### src/cpuPkg.sv
package cpuPkg;

    localparam int dataWidth   = 8;
    localparam int instrWidth  = 16;
    localparam int pcWidth     = 8;
    localparam int regIdxWidth = 4;
    localparam int numRegs     = 1 << regIdxWidth;

    typedef enum logic [3:0] {
        passB = 4'd0,
        andOp = 4'd1,
        orOp  = 4'd2,
        xorOp = 4'd3,
        addOp = 4'd4,
        subOp = 4'd5,
        adcOp = 4'd6,
        notOp = 4'd8,
        shlOp = 4'd9,
        shrOp = 4'd10,
        incOp = 4'd11,
        decOp = 4'd12
    } aluOp_t;

    localparam logic [4:0] jmpCode = 5'd22;  // two-word conditional jump
    localparam logic [4:0] hltCode = 5'd29;

    typedef enum logic [2:0] {
        condAlways    = 3'd0,
        condCarry     = 3'd1,
        condNoCarry   = 3'd2,
        condZero      = 3'd3,
        condNoZero    = 3'd4,
        condNeg       = 3'd5,
        condNoNeg     = 3'd6,
        condAlwaysAlt = 3'd7
    } cond_t;

    typedef struct packed {
        logic carry;
        logic zero;
        logic negative;
    } flags_t;

    typedef struct packed {
        logic [regIdxWidth-1:0] dst;
        logic [dataWidth-1:0]   imm;
        logic [2:0]             op;
        logic                   isImm;  // bit 0
    } riFields_t;

    typedef struct packed {
        logic [regIdxWidth-1:0] dst;
        logic [regIdxWidth-1:0] src;
        logic [4:0]             op;
        logic [2:0]             low;    // zero for R-R / R forms
    } rrFields_t;

    // condition sits in bits 15:13 of both views
    typedef union packed {
        riFields_t riForm;
        rrFields_t rrForm;
    } instr_t;

    typedef struct packed {
        logic               valid;
        logic [pcWidth-1:0] address;
    } fetchReq_t;

    typedef struct packed {
        logic                   valid;
        logic [regIdxWidth-1:0] idx;
        logic [dataWidth-1:0]   data;
        flags_t                 flags;
    } regCommit_t;

    typedef struct packed {
        aluOp_t aluOp;
        logic   useImm;
        logic   regWrite;
        logic   flagWrite;
        logic   isJump;
        logic   condMet;
        logic   isHalt;
    } decodeOut_t;

endpackage

### src/alu.sv
`timescale 1ns/1ns

module alu import cpuPkg::*; (
    input  logic                 clk,
    input  logic                 rstN,
    input  aluOp_t               op,
    input  logic [dataWidth-1:0] a,
    input  logic [dataWidth-1:0] b,
    input  logic                 flagWrite,
    output logic [dataWidth-1:0] result,
    output flags_t               flags,
    output flags_t               nextFlags
);

    flags_t flagReg;
    logic   carryOut;

    always_comb begin
        result   = '0;
        carryOut = 1'b0;
        case (op)
            passB: result = b;
            andOp: result = a & b;
            orOp:  result = a | b;
            xorOp: result = a ^ b;
            addOp: {carryOut, result} = {1'b0, a} + {1'b0, b};
            subOp: {carryOut, result} = {1'b0, a} - {1'b0, b};  // borrow lands in bit 8
            adcOp: {carryOut, result} = {1'b0, a} + {1'b0, b}
                                      + {{dataWidth{1'b0}}, flagReg.carry};
            notOp: result = ~a;
            shlOp: {carryOut, result} = {a, 1'b0};
            shrOp: {result, carryOut} = {1'b0, a};
            incOp: {carryOut, result} = {1'b0, a} + {{dataWidth{1'b0}}, 1'b1};
            decOp: {carryOut, result} = {1'b0, a} - {{dataWidth{1'b0}}, 1'b1};
            default: result = b;
        endcase
    end

    assign nextFlags.carry    = carryOut;
    assign nextFlags.zero     = (result == '0);
    assign nextFlags.negative = result[dataWidth-1];

    always_ff @(posedge clk or negedge rstN) begin
        if (!rstN) begin
            flagReg <= '0;
        end
        else if (flagWrite) begin
            flagReg <= nextFlags;
        end
    end

    assign flags = flagReg;  // stored flags, used for conditions and adc

endmodule

### src/instrDecoder.sv
`timescale 1ns/1ns

module instrDecoder import cpuPkg::*; (
    input  instr_t     instr,
    input  flags_t     flags,
    output decodeOut_t dec
);

    cond_t      cond;
    logic [4:0] rrOp;

    assign cond = cond_t'(instr.rrForm.dst[3:1]);  // bits 15:13
    assign rrOp = instr.rrForm.op;

    always_comb begin
        dec = '0;  // no-op unless a form matches
        dec.aluOp = passB;

        case (cond)
            condCarry:   dec.condMet = flags.carry;
            condNoCarry: dec.condMet = !flags.carry;
            condZero:    dec.condMet = flags.zero;
            condNoZero:  dec.condMet = !flags.zero;
            condNeg:     dec.condMet = flags.negative;
            condNoNeg:   dec.condMet = !flags.negative;
            default:     dec.condMet = 1'b1;  // codes 0 and 7
        endcase

        if (instr.riForm.isImm && instr.riForm.op != 3'b111) begin
            // immediate form, op 0..6 map straight onto the ALU codes
            dec.aluOp     = aluOp_t'({1'b0, instr.riForm.op});
            dec.useImm    = 1'b1;
            dec.regWrite  = 1'b1;
            dec.flagWrite = 1'b1;
        end
        else if (instr.rrForm.low == 3'b000) begin
            if (rrOp >= 5'd1 && rrOp <= 5'd12) begin
                // code 7 has no ALU op, acts as a register move
                if (rrOp == 5'd7) begin
                    dec.aluOp = passB;
                end
                else begin
                    dec.aluOp = aluOp_t'(rrOp[3:0]);
                end
                dec.regWrite  = 1'b1;
                dec.flagWrite = 1'b1;
            end
            else if (rrOp == jmpCode) begin
                dec.isJump = 1'b1;
            end
            else if (rrOp == hltCode) begin
                dec.isHalt = 1'b1;
            end
        end
    end

endmodule

### src/miniCore.sv
`timescale 1ns/1ns

module miniCore import cpuPkg::*; (
    input  logic       clk,
    input  logic       rstN,
    output fetchReq_t  fetchReq,
    input  logic       fetchReady,
    input  instr_t     instrIn,
    output regCommit_t commit,
    output logic       halted
);

    decodeOut_t           dec;
    flags_t               flags;
    flags_t               nextFlags;
    logic                 fetchValid;
    logic                 useTarget;
    logic                 pcStep;
    logic                 pcSkip;
    logic                 pcLoad;
    logic                 execWrite;
    logic [pcWidth-1:0]   pc;
    logic [dataWidth-1:0] rdA;
    logic [dataWidth-1:0] rdB;
    logic [dataWidth-1:0] aluB;
    logic [dataWidth-1:0] result;

    assign fetchReq.valid   = fetchValid;
    assign fetchReq.address = useTarget ? pc + pcWidth'(1) : pc;  // target follows jump word
    assign aluB             = dec.useImm ? instrIn.riForm.imm : rdB;

    assign commit.valid = execWrite;
    assign commit.idx   = instrIn.rrForm.dst;
    assign commit.data  = result;
    assign commit.flags = nextFlags;

    instrDecoder instrDecoder_i (
        .instr (instrIn),
        .flags (flags),
        .dec   (dec)
    );

    seqControl seqControl_i (
        .clk        (clk),
        .rstN       (rstN),
        .dec        (dec),
        .fetchReady (fetchReady),
        .fetchValid (fetchValid),
        .useTarget  (useTarget),
        .pcStep     (pcStep),
        .pcSkip     (pcSkip),
        .pcLoad     (pcLoad),
        .execWrite  (execWrite),
        .halted     (halted)
    );

    programCounter programCounter_i (
        .clk    (clk),
        .rstN   (rstN),
        .step   (pcStep),
        .skip   (pcSkip),
        .load   (pcLoad),
        .target (instrIn[pcWidth-1:0]),  // low byte of the target word
        .pc     (pc)
    );

    regFile regFile_i (
        .clk    (clk),
        .rstN   (rstN),
        .rdIdxA (instrIn.rrForm.dst),
        .rdIdxB (instrIn.rrForm.src),
        .wrEn   (execWrite),
        .wrIdx  (instrIn.rrForm.dst),
        .wrData (result),
        .rdA    (rdA),
        .rdB    (rdB)
    );

    alu alu_i (
        .clk       (clk),
        .rstN      (rstN),
        .op        (dec.aluOp),
        .a         (rdA),
        .b         (aluB),
        .flagWrite (execWrite && dec.flagWrite),
        .result    (result),
        .flags     (flags),
        .nextFlags (nextFlags)
    );

    // address comes from the pc, so it must hold while the request waits
    aAddrStable: assert property (@(posedge clk) disable iff (!rstN)
        fetchReq.valid && !fetchReady |=> $stable(fetchReq.address))
        else $error("fetch address changed while waiting");

endmodule

### src/programCounter.sv
`timescale 1ns/1ns

module programCounter import cpuPkg::*; (
    input  logic               clk,
    input  logic               rstN,
    input  logic               step,
    input  logic               skip,
    input  logic               load,
    input  logic [pcWidth-1:0] target,
    output logic [pcWidth-1:0] pc
);

    // address wraps naturally at the counter width
    always_ff @(posedge clk or negedge rstN) begin
        if (!rstN) begin
            pc <= '0;
        end
        else if (load) begin
            pc <= target;
        end
        else if (skip) begin
            pc <= pc + pcWidth'(2);  // jump word plus its target word
        end
        else if (step) begin
            pc <= pc + pcWidth'(1);
        end
    end

endmodule

### src/regFile.sv
`timescale 1ns/1ns

module regFile import cpuPkg::*; (
    input  logic                   clk,
    input  logic                   rstN,
    input  logic [regIdxWidth-1:0] rdIdxA,
    input  logic [regIdxWidth-1:0] rdIdxB,
    input  logic                   wrEn,
    input  logic [regIdxWidth-1:0] wrIdx,
    input  logic [dataWidth-1:0]   wrData,
    output logic [dataWidth-1:0]   rdA,
    output logic [dataWidth-1:0]   rdB
);

    logic [dataWidth-1:0] regs [numRegs];

    always_ff @(posedge clk or negedge rstN) begin
        if (!rstN) begin
            for (int i = 0; i < numRegs; i++) begin
                regs[i] <= '0;
            end
        end
        else if (wrEn) begin
            regs[wrIdx] <= wrData;
        end
    end

    assign rdA = regs[rdIdxA];  // destination operand
    assign rdB = regs[rdIdxB];

endmodule

### src/seqControl.sv
`timescale 1ns/1ns

module seqControl import cpuPkg::*; (
    input  logic       clk,
    input  logic       rstN,
    input  decodeOut_t dec,
    input  logic       fetchReady,
    output logic       fetchValid,
    output logic       useTarget,
    output logic       pcStep,
    output logic       pcSkip,
    output logic       pcLoad,
    output logic       execWrite,
    output logic       halted
);

    typedef enum logic [2:0] {
        sFetch,
        sExec,
        sTgtFetch,
        sTgtLoad,
        sHalted
    } state_t;

    state_t state;
    state_t nextState;

    always_ff @(posedge clk or negedge rstN) begin
        if (!rstN) begin
            state <= sFetch;
        end
        else begin
            state <= nextState;
        end
    end

    always_comb begin
        nextState = state;
        pcStep    = 1'b0;
        pcSkip    = 1'b0;
        pcLoad    = 1'b0;
        execWrite = 1'b0;
        case (state)
            sFetch: begin
                if (fetchReady) nextState = sExec;  // word arrives next cycle
            end
            sExec: begin
                if (dec.isHalt) begin
                    nextState = sHalted;
                end
                else if (dec.isJump && dec.condMet) begin
                    nextState = sTgtFetch;  // pc stays on the jump word
                end
                else begin
                    nextState = sFetch;
                    pcSkip    = dec.isJump;  // step over the target word
                    pcStep    = !dec.isJump;
                    execWrite = dec.regWrite;
                end
            end
            sTgtFetch: begin
                if (fetchReady) nextState = sTgtLoad;
            end
            sTgtLoad: begin
                pcLoad    = 1'b1;
                nextState = sFetch;
            end
            sHalted: nextState = sHalted;  // only reset leaves
            default: nextState = sFetch;
        endcase
    end

    assign fetchValid = (state == sFetch) || (state == sTgtFetch);
    assign useTarget  = (state == sTgtFetch) || (state == sTgtLoad);  // jump target phase
    assign halted     = (state == sHalted);

    aFetchHeld: assert property (@(posedge clk) disable iff (!rstN)
        fetchValid && !fetchReady |=> fetchValid)
        else $error("fetch request dropped before acceptance");

    aHaltQuiet: assert property (@(posedge clk) disable iff (!rstN)
        halted |=> halted && !fetchValid)
        else $error("activity after halt");

    aPcOneCtl: assert property (@(posedge clk) disable iff (!rstN)
        $onehot0({pcStep, pcSkip, pcLoad}))
        else $error("conflicting pc controls");

endmodule

### config.mk
export PLATFORM = sky130hd
export DESIGN_NAME = miniCore
export DESIGN_NICKNAME = d
export VERILOG_FILES = /design/src/cpuPkg.sv /design/src/alu.sv /design/src/instrDecoder.sv /design/src/miniCore.sv /design/src/programCounter.sv /design/src/regFile.sv /design/src/seqControl.sv
export SDC_FILE = /design/constraint.sdc
export NUM_CORES = 1
export LEC_CHECK = 0
export ABC_AREA = 1
export BUFFER_PORTS_ARGS = -buffer_cell sky130_fd_sc_hd__buf_2
export CORE_MARGIN = 10
export CORE_UTILIZATION = 30
export CTS_BUF_LIST = sky130_fd_sc_hd__clkbuf_2 sky130_fd_sc_hd__clkbuf_4 sky130_fd_sc_hd__clkbuf_8
export DETAILED_ROUTE_END_ITERATION = 6
export SLEW_MARGIN = 30
export SYNTH_ARGS = -nofsm -noshare
export SYNTH_HDL_FRONTEND = slang
export SYNTH_SLANG_ARGS = --single-unit
### constraint.sdc
create_clock -name clk -period 8.85 [get_ports clk]
set_input_delay 0.4425 -clock clk [delete_from_list [all_inputs] [get_ports clk]]
set_output_delay 0.4425 -clock clk [all_outputs]
set_load 0.05 [all_outputs]
==> results of run 1 <==
==> layout by cell type (no fill, tap or decap), drive strengths merged, types with 3 or more instances in the layout <==
cell	count
o21ai	235
or2	5
a21oi	23
nand4	21
o221ai	20
nor3	12
xor2	16
nand3	81
clkbuf	23
dfrtp	142
nand2	635
inv	145
clkinv	4
ha	30
buf	50
a22oi	4
nor2	180
bufinv	3
o22ai	5
a211oi	4
o211ai	14
==> registers in the layout (all words and copies together) (netlist names) <==
signal	cells
regFile_i.regs	128
seqControl_i.state	3
alu_i.flags	3
programCounter_i.pc	8
==> worst max-delay path, stage by stage <==
cell and delay [ns]:
buf_2 0.08, buf_4 0.54, clkinv_2 0.90, o21ai_0 0.44
o221ai_1 0.14, nand3_1 0.16, nand2_1 0.10, o21ai_0 0.62
inv_1 0.19, fa_1 0.47, nand2_1 0.10, nand2_1 0.05
nand2_1 0.05, nand2_1 0.06, xor2_1 0.17, nor2_1 0.22
nor2_1 0.08, nand2_1 0.06, nand2_1 0.05, nor3_1 0.14
nand2_1 0.09, nand2_2 0.30, nand2_1 0.09, nor2_1 0.30
nand2_1 0.13, nor2_1 0.10, buf_2 0.27
==> final cells by class <==
| class | count | area, sq um | share of cell area (%) |
|---|---|---|---|
| tap | 461 | 577 | 4.95 |
| inverter | 145 | 551 | 4.73 |
| clock inverter | 9 | 129 | 1.11 |
| multi-input combinational | 1299 | 6250 | 53.7 |
| clock buffer | 23 | 317 | 2.72 |
| sequential | 142 | 3550 | 30.5 |
| timing repair buffer | 50 | 272 | 2.33 |
==> path summary, 6_finish.rpt <==
check,start,endpoint,slack [ns]
min in group clk,fetchReady,seqControl_i.state[0],0.22
min,rstN,regFile_i.regs[9],0.01
min reg2reg,seqControl_i.state[0],seqControl_i.state[0],0.47
max in group asynchronous,rstN,regFile_i.regs[39],7.48
max,instrIn[8],commit[1],1.98
max reg2reg,regFile_i.regs[121],regFile_i.regs[14],4.40
==> metal layers <==
metal,wire length (um),vias to the layer above
met3,2740,42
li1,-,5336
met4,616,0
met5,0,-
met1,17800,5199
met2,16200,431
==> cells by family (layout without fill, tap and decap cells) <==
family,after synthesis,after routing,share of synthesized area (%)
and+or+nand+nor,938,938,36.0
AOI/OAI and AO/OA,312,312,16.6
adders and majority gates,32,32,3.84
buffers and inverters,224,227,9.30
DFF,142,142,32.9
xor gates and xnor gates,17,17,1.38
==> where the power goes <==
group / internal [mW] / switching [mW]
clock: 0.324 / 0.268
combinational: 0.249 / 0.595
sequential: 0.772 / 0.104
total: 1.35 / 0.967
==> metrics, run 1 <==
TNS Setup=0 ns; Max Clk Rate=0.146 GHz; DP Cell Count=2097; CP max FO=67; Post-Place Setup Slack=2.49 ns; num rows=69; CP Data Arrival Time=6.43 ns; fillers=3954; Max Root-Sink Buffers=2; power density over the cells=199 nW/um^2; die width=210 um; GRT met3 Usage=2.91%; Post-synth top flop=dfrtp_1; Final Total Pwr=2.31 mW; worst setup margin=1.98 ns; Netlist Area Pre-Place=10800 sq um; area of the core=35600 sq um; final hold violations=0; Final Instance Count excl. Fillers=2129; WL final=37400 um; Util after Layout=32.7%; via/cell ratio=5.17; Post-CTS Resized=0; largest cells by area after synthesis=dfrtp_1 33%, nand2_1 21%, o21ai_0 9.8%; vias in the first global route=10200; global-route wire length before repair=59300 um; placer congestion estimate=0.911; H-tree depth=4; Buffers on Ports=44; worst rel slew slack=37.7%; Final Cell Area=11600 sq um; TritonCTS buffer count=17; initial core utilization=30.4%; Tightest Pin Transition=0.933 ns; worst skew pair latency=0.48 ns; RSZ-0062 raised after global routing=no; Startpoint Class=input pin; CP Data Required Time=8.41 ns; R2R cell count=22; GRT met1 Usage=24.3%; WL per Instance=17.6 um; Max VDD drop=0.000109 V; Critical Path End Type=output port; Syn-to-layout area delta=7.77%; Final nets=1706; gr busiest metal=met2; Sink Count=142; # setup viols final=0; GRT Total Usage=16.8%; Post-synth EDFFs=0; final cycle utilization of the critical path=77.6%; final number of max-transition violations=0; Cells after Synth=1665; met2 usage in global routing=25.2%; DRC viols=0; HPWL after DPL=25900 um; largest net degree at the start of global routing=87; vias=11000; leak pwr=5.74 nW; critical path type=in2out; Initial DRT Pass Iterations=5; FFs w/ async S/R, synth=100%; clock-pin slew of the registers on the worst-case setup and hold paths=0.08 ns; status=finished clean; most numerous cell in the Yosys netlist=nand2_1; final worst clock skew=0.0186 ns; syn_nets=1716; CTS root buf=clkbuf_8; antenna cells=0; Syn. warnings=0; cts-stage hold buffer count=0; min Tclk post-route=6.87 ns; Post-DRT Antenna Nets=0; initial antenna violation count=0; Synth cell types=45; Initial DRC Count=1307; Synth top area share=32.9%; Hold Path Class=in2async; post-synthesis sequential area ratio=32.9%; I/O pins=45; top cells by instance count after synthesis=618 x nand2_1, 212 x o21ai_0, 152 x nor2_1; fraction of layout cells with a size suffix above 1=10.3%; CTS tree=yes; Max-cap violations=0; Yosys top cell by area=dfrtp_1; total grt overflow=0; placed cell areas=11200 sq um; WHS=0.0125 ns; Setup Buffers After CTS=0; Die Height=210 um; Avg Cell Area, Syn=6.49 sq um; Die Area=44000 sq um; FF+latch count, synth=142
No activity file was read; power rests on OpenSTA's default activity.
==> inputs of run 2 (changes only) <==
==> constraint.sdc (replaced) <==
create_clock -name clk -period 6.95 [get_ports clk]
set_input_delay 0.3475 -clock clk [delete_from_list [all_inputs] [get_ports clk]]
set_output_delay 0.3475 -clock clk [all_outputs]
set_load 0.05 [all_outputs]
==> run 2 against run 1 <==
Final area barely moved. Total power rose by 24%. Via count up 1.7%. First-iteration DRC count decreased by 3.1%. Highest routed layer unchanged. Non-clock buffer count increased by 8. Core utilization hardly changed. Critical endpoint unchanged. Clock skew shrank 0.0026 ns. Sequential share of layout area is essentially flat.
==> metrics, run 2 (synthesized netlist as in run 1, its figures left out) <==
status=finished clean; WL final=37600 um; initial core utilization=30.4%; Max VDD drop=0.000136 V; crit path from=instrIn[10]; Critical Path End Type=output port; area of the core=35600 sq um; RSZ-0062 raised after global routing=no; Post-DRT Antenna Nets=0; Final Instance Count excl. Fillers=2137; antenna cells=0; final number of max-transition violations=0; fillers=3974; placer congestion estimate=0.933; Initial DRT Pass Iterations=6; # setup viols final=0; Biggest register=regFile_i.regs; I/O pins=45; TritonCTS buffer count=17; min Tclk post-route=5.69 ns; Sink Count=142; most common cell after layout, fill and taps aside=nand2_1; critical path type=in2out; leak pwr=5.74 nW; Largest register FFs=128; hold path start=fetchReady; CP Data Required Time=6.60 ns; Final nets=1714; CP Data Arrival Time=5.35 ns; DRC viols=0; initial antenna violation count=0; total grt overflow=0; GRT Total Usage=16.8%; Multi-input gate area=6250 sq um; vias=11200; final cycle utilization of the critical path=81.9%; Buffers on Ports=44; Max Clk Rate=0.176 GHz; WL per Instance=17.6 um; power density over the cells=246 nW/um^2; Syn-to-layout area delta=7.76%; Hold Path Class=in2reg; Tightest Pin Transition=0.901 ns; worst rel slew slack=39.9%; vias in the first global route=10300; CTS root buf=clkbuf_8; largest net degree at the start of global routing=73; final worst clock skew=0.0160 ns; Max Root-Sink Buffers=2; final hold violations=0; biggest regs=regFile_i.regs (128), programCounter_i.pc (8); die width=210 um; num rows=69; most frequent cells in the layout=618 x nand2_1, 212 x o21ai_0, 152 x nor2_1, 142 x dfrtp_1, 129 x inv_1; Setup Buffers After CTS=0; H-tree depth=4; worst skew pair latency=0.48 ns; Max-cap violations=0; CTS tree=yes; Die Area=44000 sq um; Die Height=210 um; fraction of layout cells with a size suffix above 1=10.6%; CP max FO=20; clock-pin slew of the registers on the worst-case setup and hold paths=0.10 ns; DP Cell Count=2104; Startpoint Class=input pin; global-route wire length before repair=59300 um; register area=3550 sq um; Worst R2R Start=regFile_i.regs[42]; Initial DRC Count=1266; TNS Setup=0 ns; via/cell ratio=5.24; HPWL after DPL=26900 um
==> run 2: cell types whose count changed in the layout (fill, tap and decap cells not counted) <==
cell           change
buf_6              +1
clkinv_4           +2
dlygate4sd3_1      +1
bufinv_16          -3
inv_2              +1
clkbuf_4           +2
inv_6              +1
buf_4              +5
clkinv_2           -3
buf_12             +1
clkinvlp_4         +2
clkbuf_8           -5
inv_8              +3
==> run 2: layout make-up <==
| type | instances | share of cell area (%) |
|---|---|---|
| inverters | 145 | 4.72 |
| well taps | 461 | 4.95 |
| repair buffers | 58 | 3.01 |
| flip-flops and latches | 142 | 30.5 |
| multi-input cells | 1299 | 53.7 |
| clock buffers | 20 | 2.26 |
| clock inverters | 12 | 0.892 |
==> run 2: path summary, 6_finish.rpt <==
path	endpoint	slack, ns	depth (start not counted)
setup / recovery	commit[1]	1.26	23
hold / removal	seqControl_i.state[0]	0.12	2
setup reg to reg	regFile_i.regs[94]	2.31	22
hold reg to reg	seqControl_i.state[0]	0.46	1
max in group asynchronous	regFile_i.regs[77]	5.35	3
min in group asynchronous	regFile_i.regs[36]	0.45	2
==> run 2: worst max-delay path, stage by stage <==
cell and delay (ns):
buf_2 0.29, inv_1 0.69, o221ai_1 0.33, and3_1 0.26
nor3_1 0.33, inv_1 0.14, ha_1 0.27, fa_1 0.43
or2_2 0.31, nand2_1 0.14, xor2_1 0.16, inv_1 0.09
nand2_1 0.07, nand2_1 0.05, nor2_1 0.09, nand3_1 0.11
nor2_2 0.10, buf_4 0.26, nand3_1 0.10, nor2_1 0.25
nand2_1 0.14, nor2_1 0.10, buf_2 0.27
==> run 2: metal layers <==
metal | GRT usage (%) | part of all wire (%)
met1 | 23.0 | 44
met2 | 26.3 | 45
met3 | 2.58 | 8.4
met4 | 5.81 | 2.5
met5 | 0 | 0
==> run 2: power by group <==
group	switching [mW]	internal [mW]	total, mW
clock network	0.371	0.273	0.644
registers	0.130	0.983	1.11
logic	0.786	0.328	1.11
total	1.29	1.58	2.87
==> run 2: what timing repair did <==
action                     CTS  global route
setup endpoints to repair    0             0
gates resized for setup      0             0
hold buffers                 1             0
hold endpoints to repair    70             0
==> run 2: metrics by stage <==
step	worst slack (ns)	hold WS [ns]	power [mW]	instance area (sq um)	utilization [%]
final	1.26	0.123	2.87	11600	32.7
after CTS	1.46	0.102	2.87	11600	32.7
after detailed placement	1.47	0.414	2.22	11300	31.7
after global placement	1.48	0.408	2.21	11300	31.7
after floorplan	2.41	0.0519	1.90	10800	-
after global routing	1.06	0.111	3.06	11600	32.7
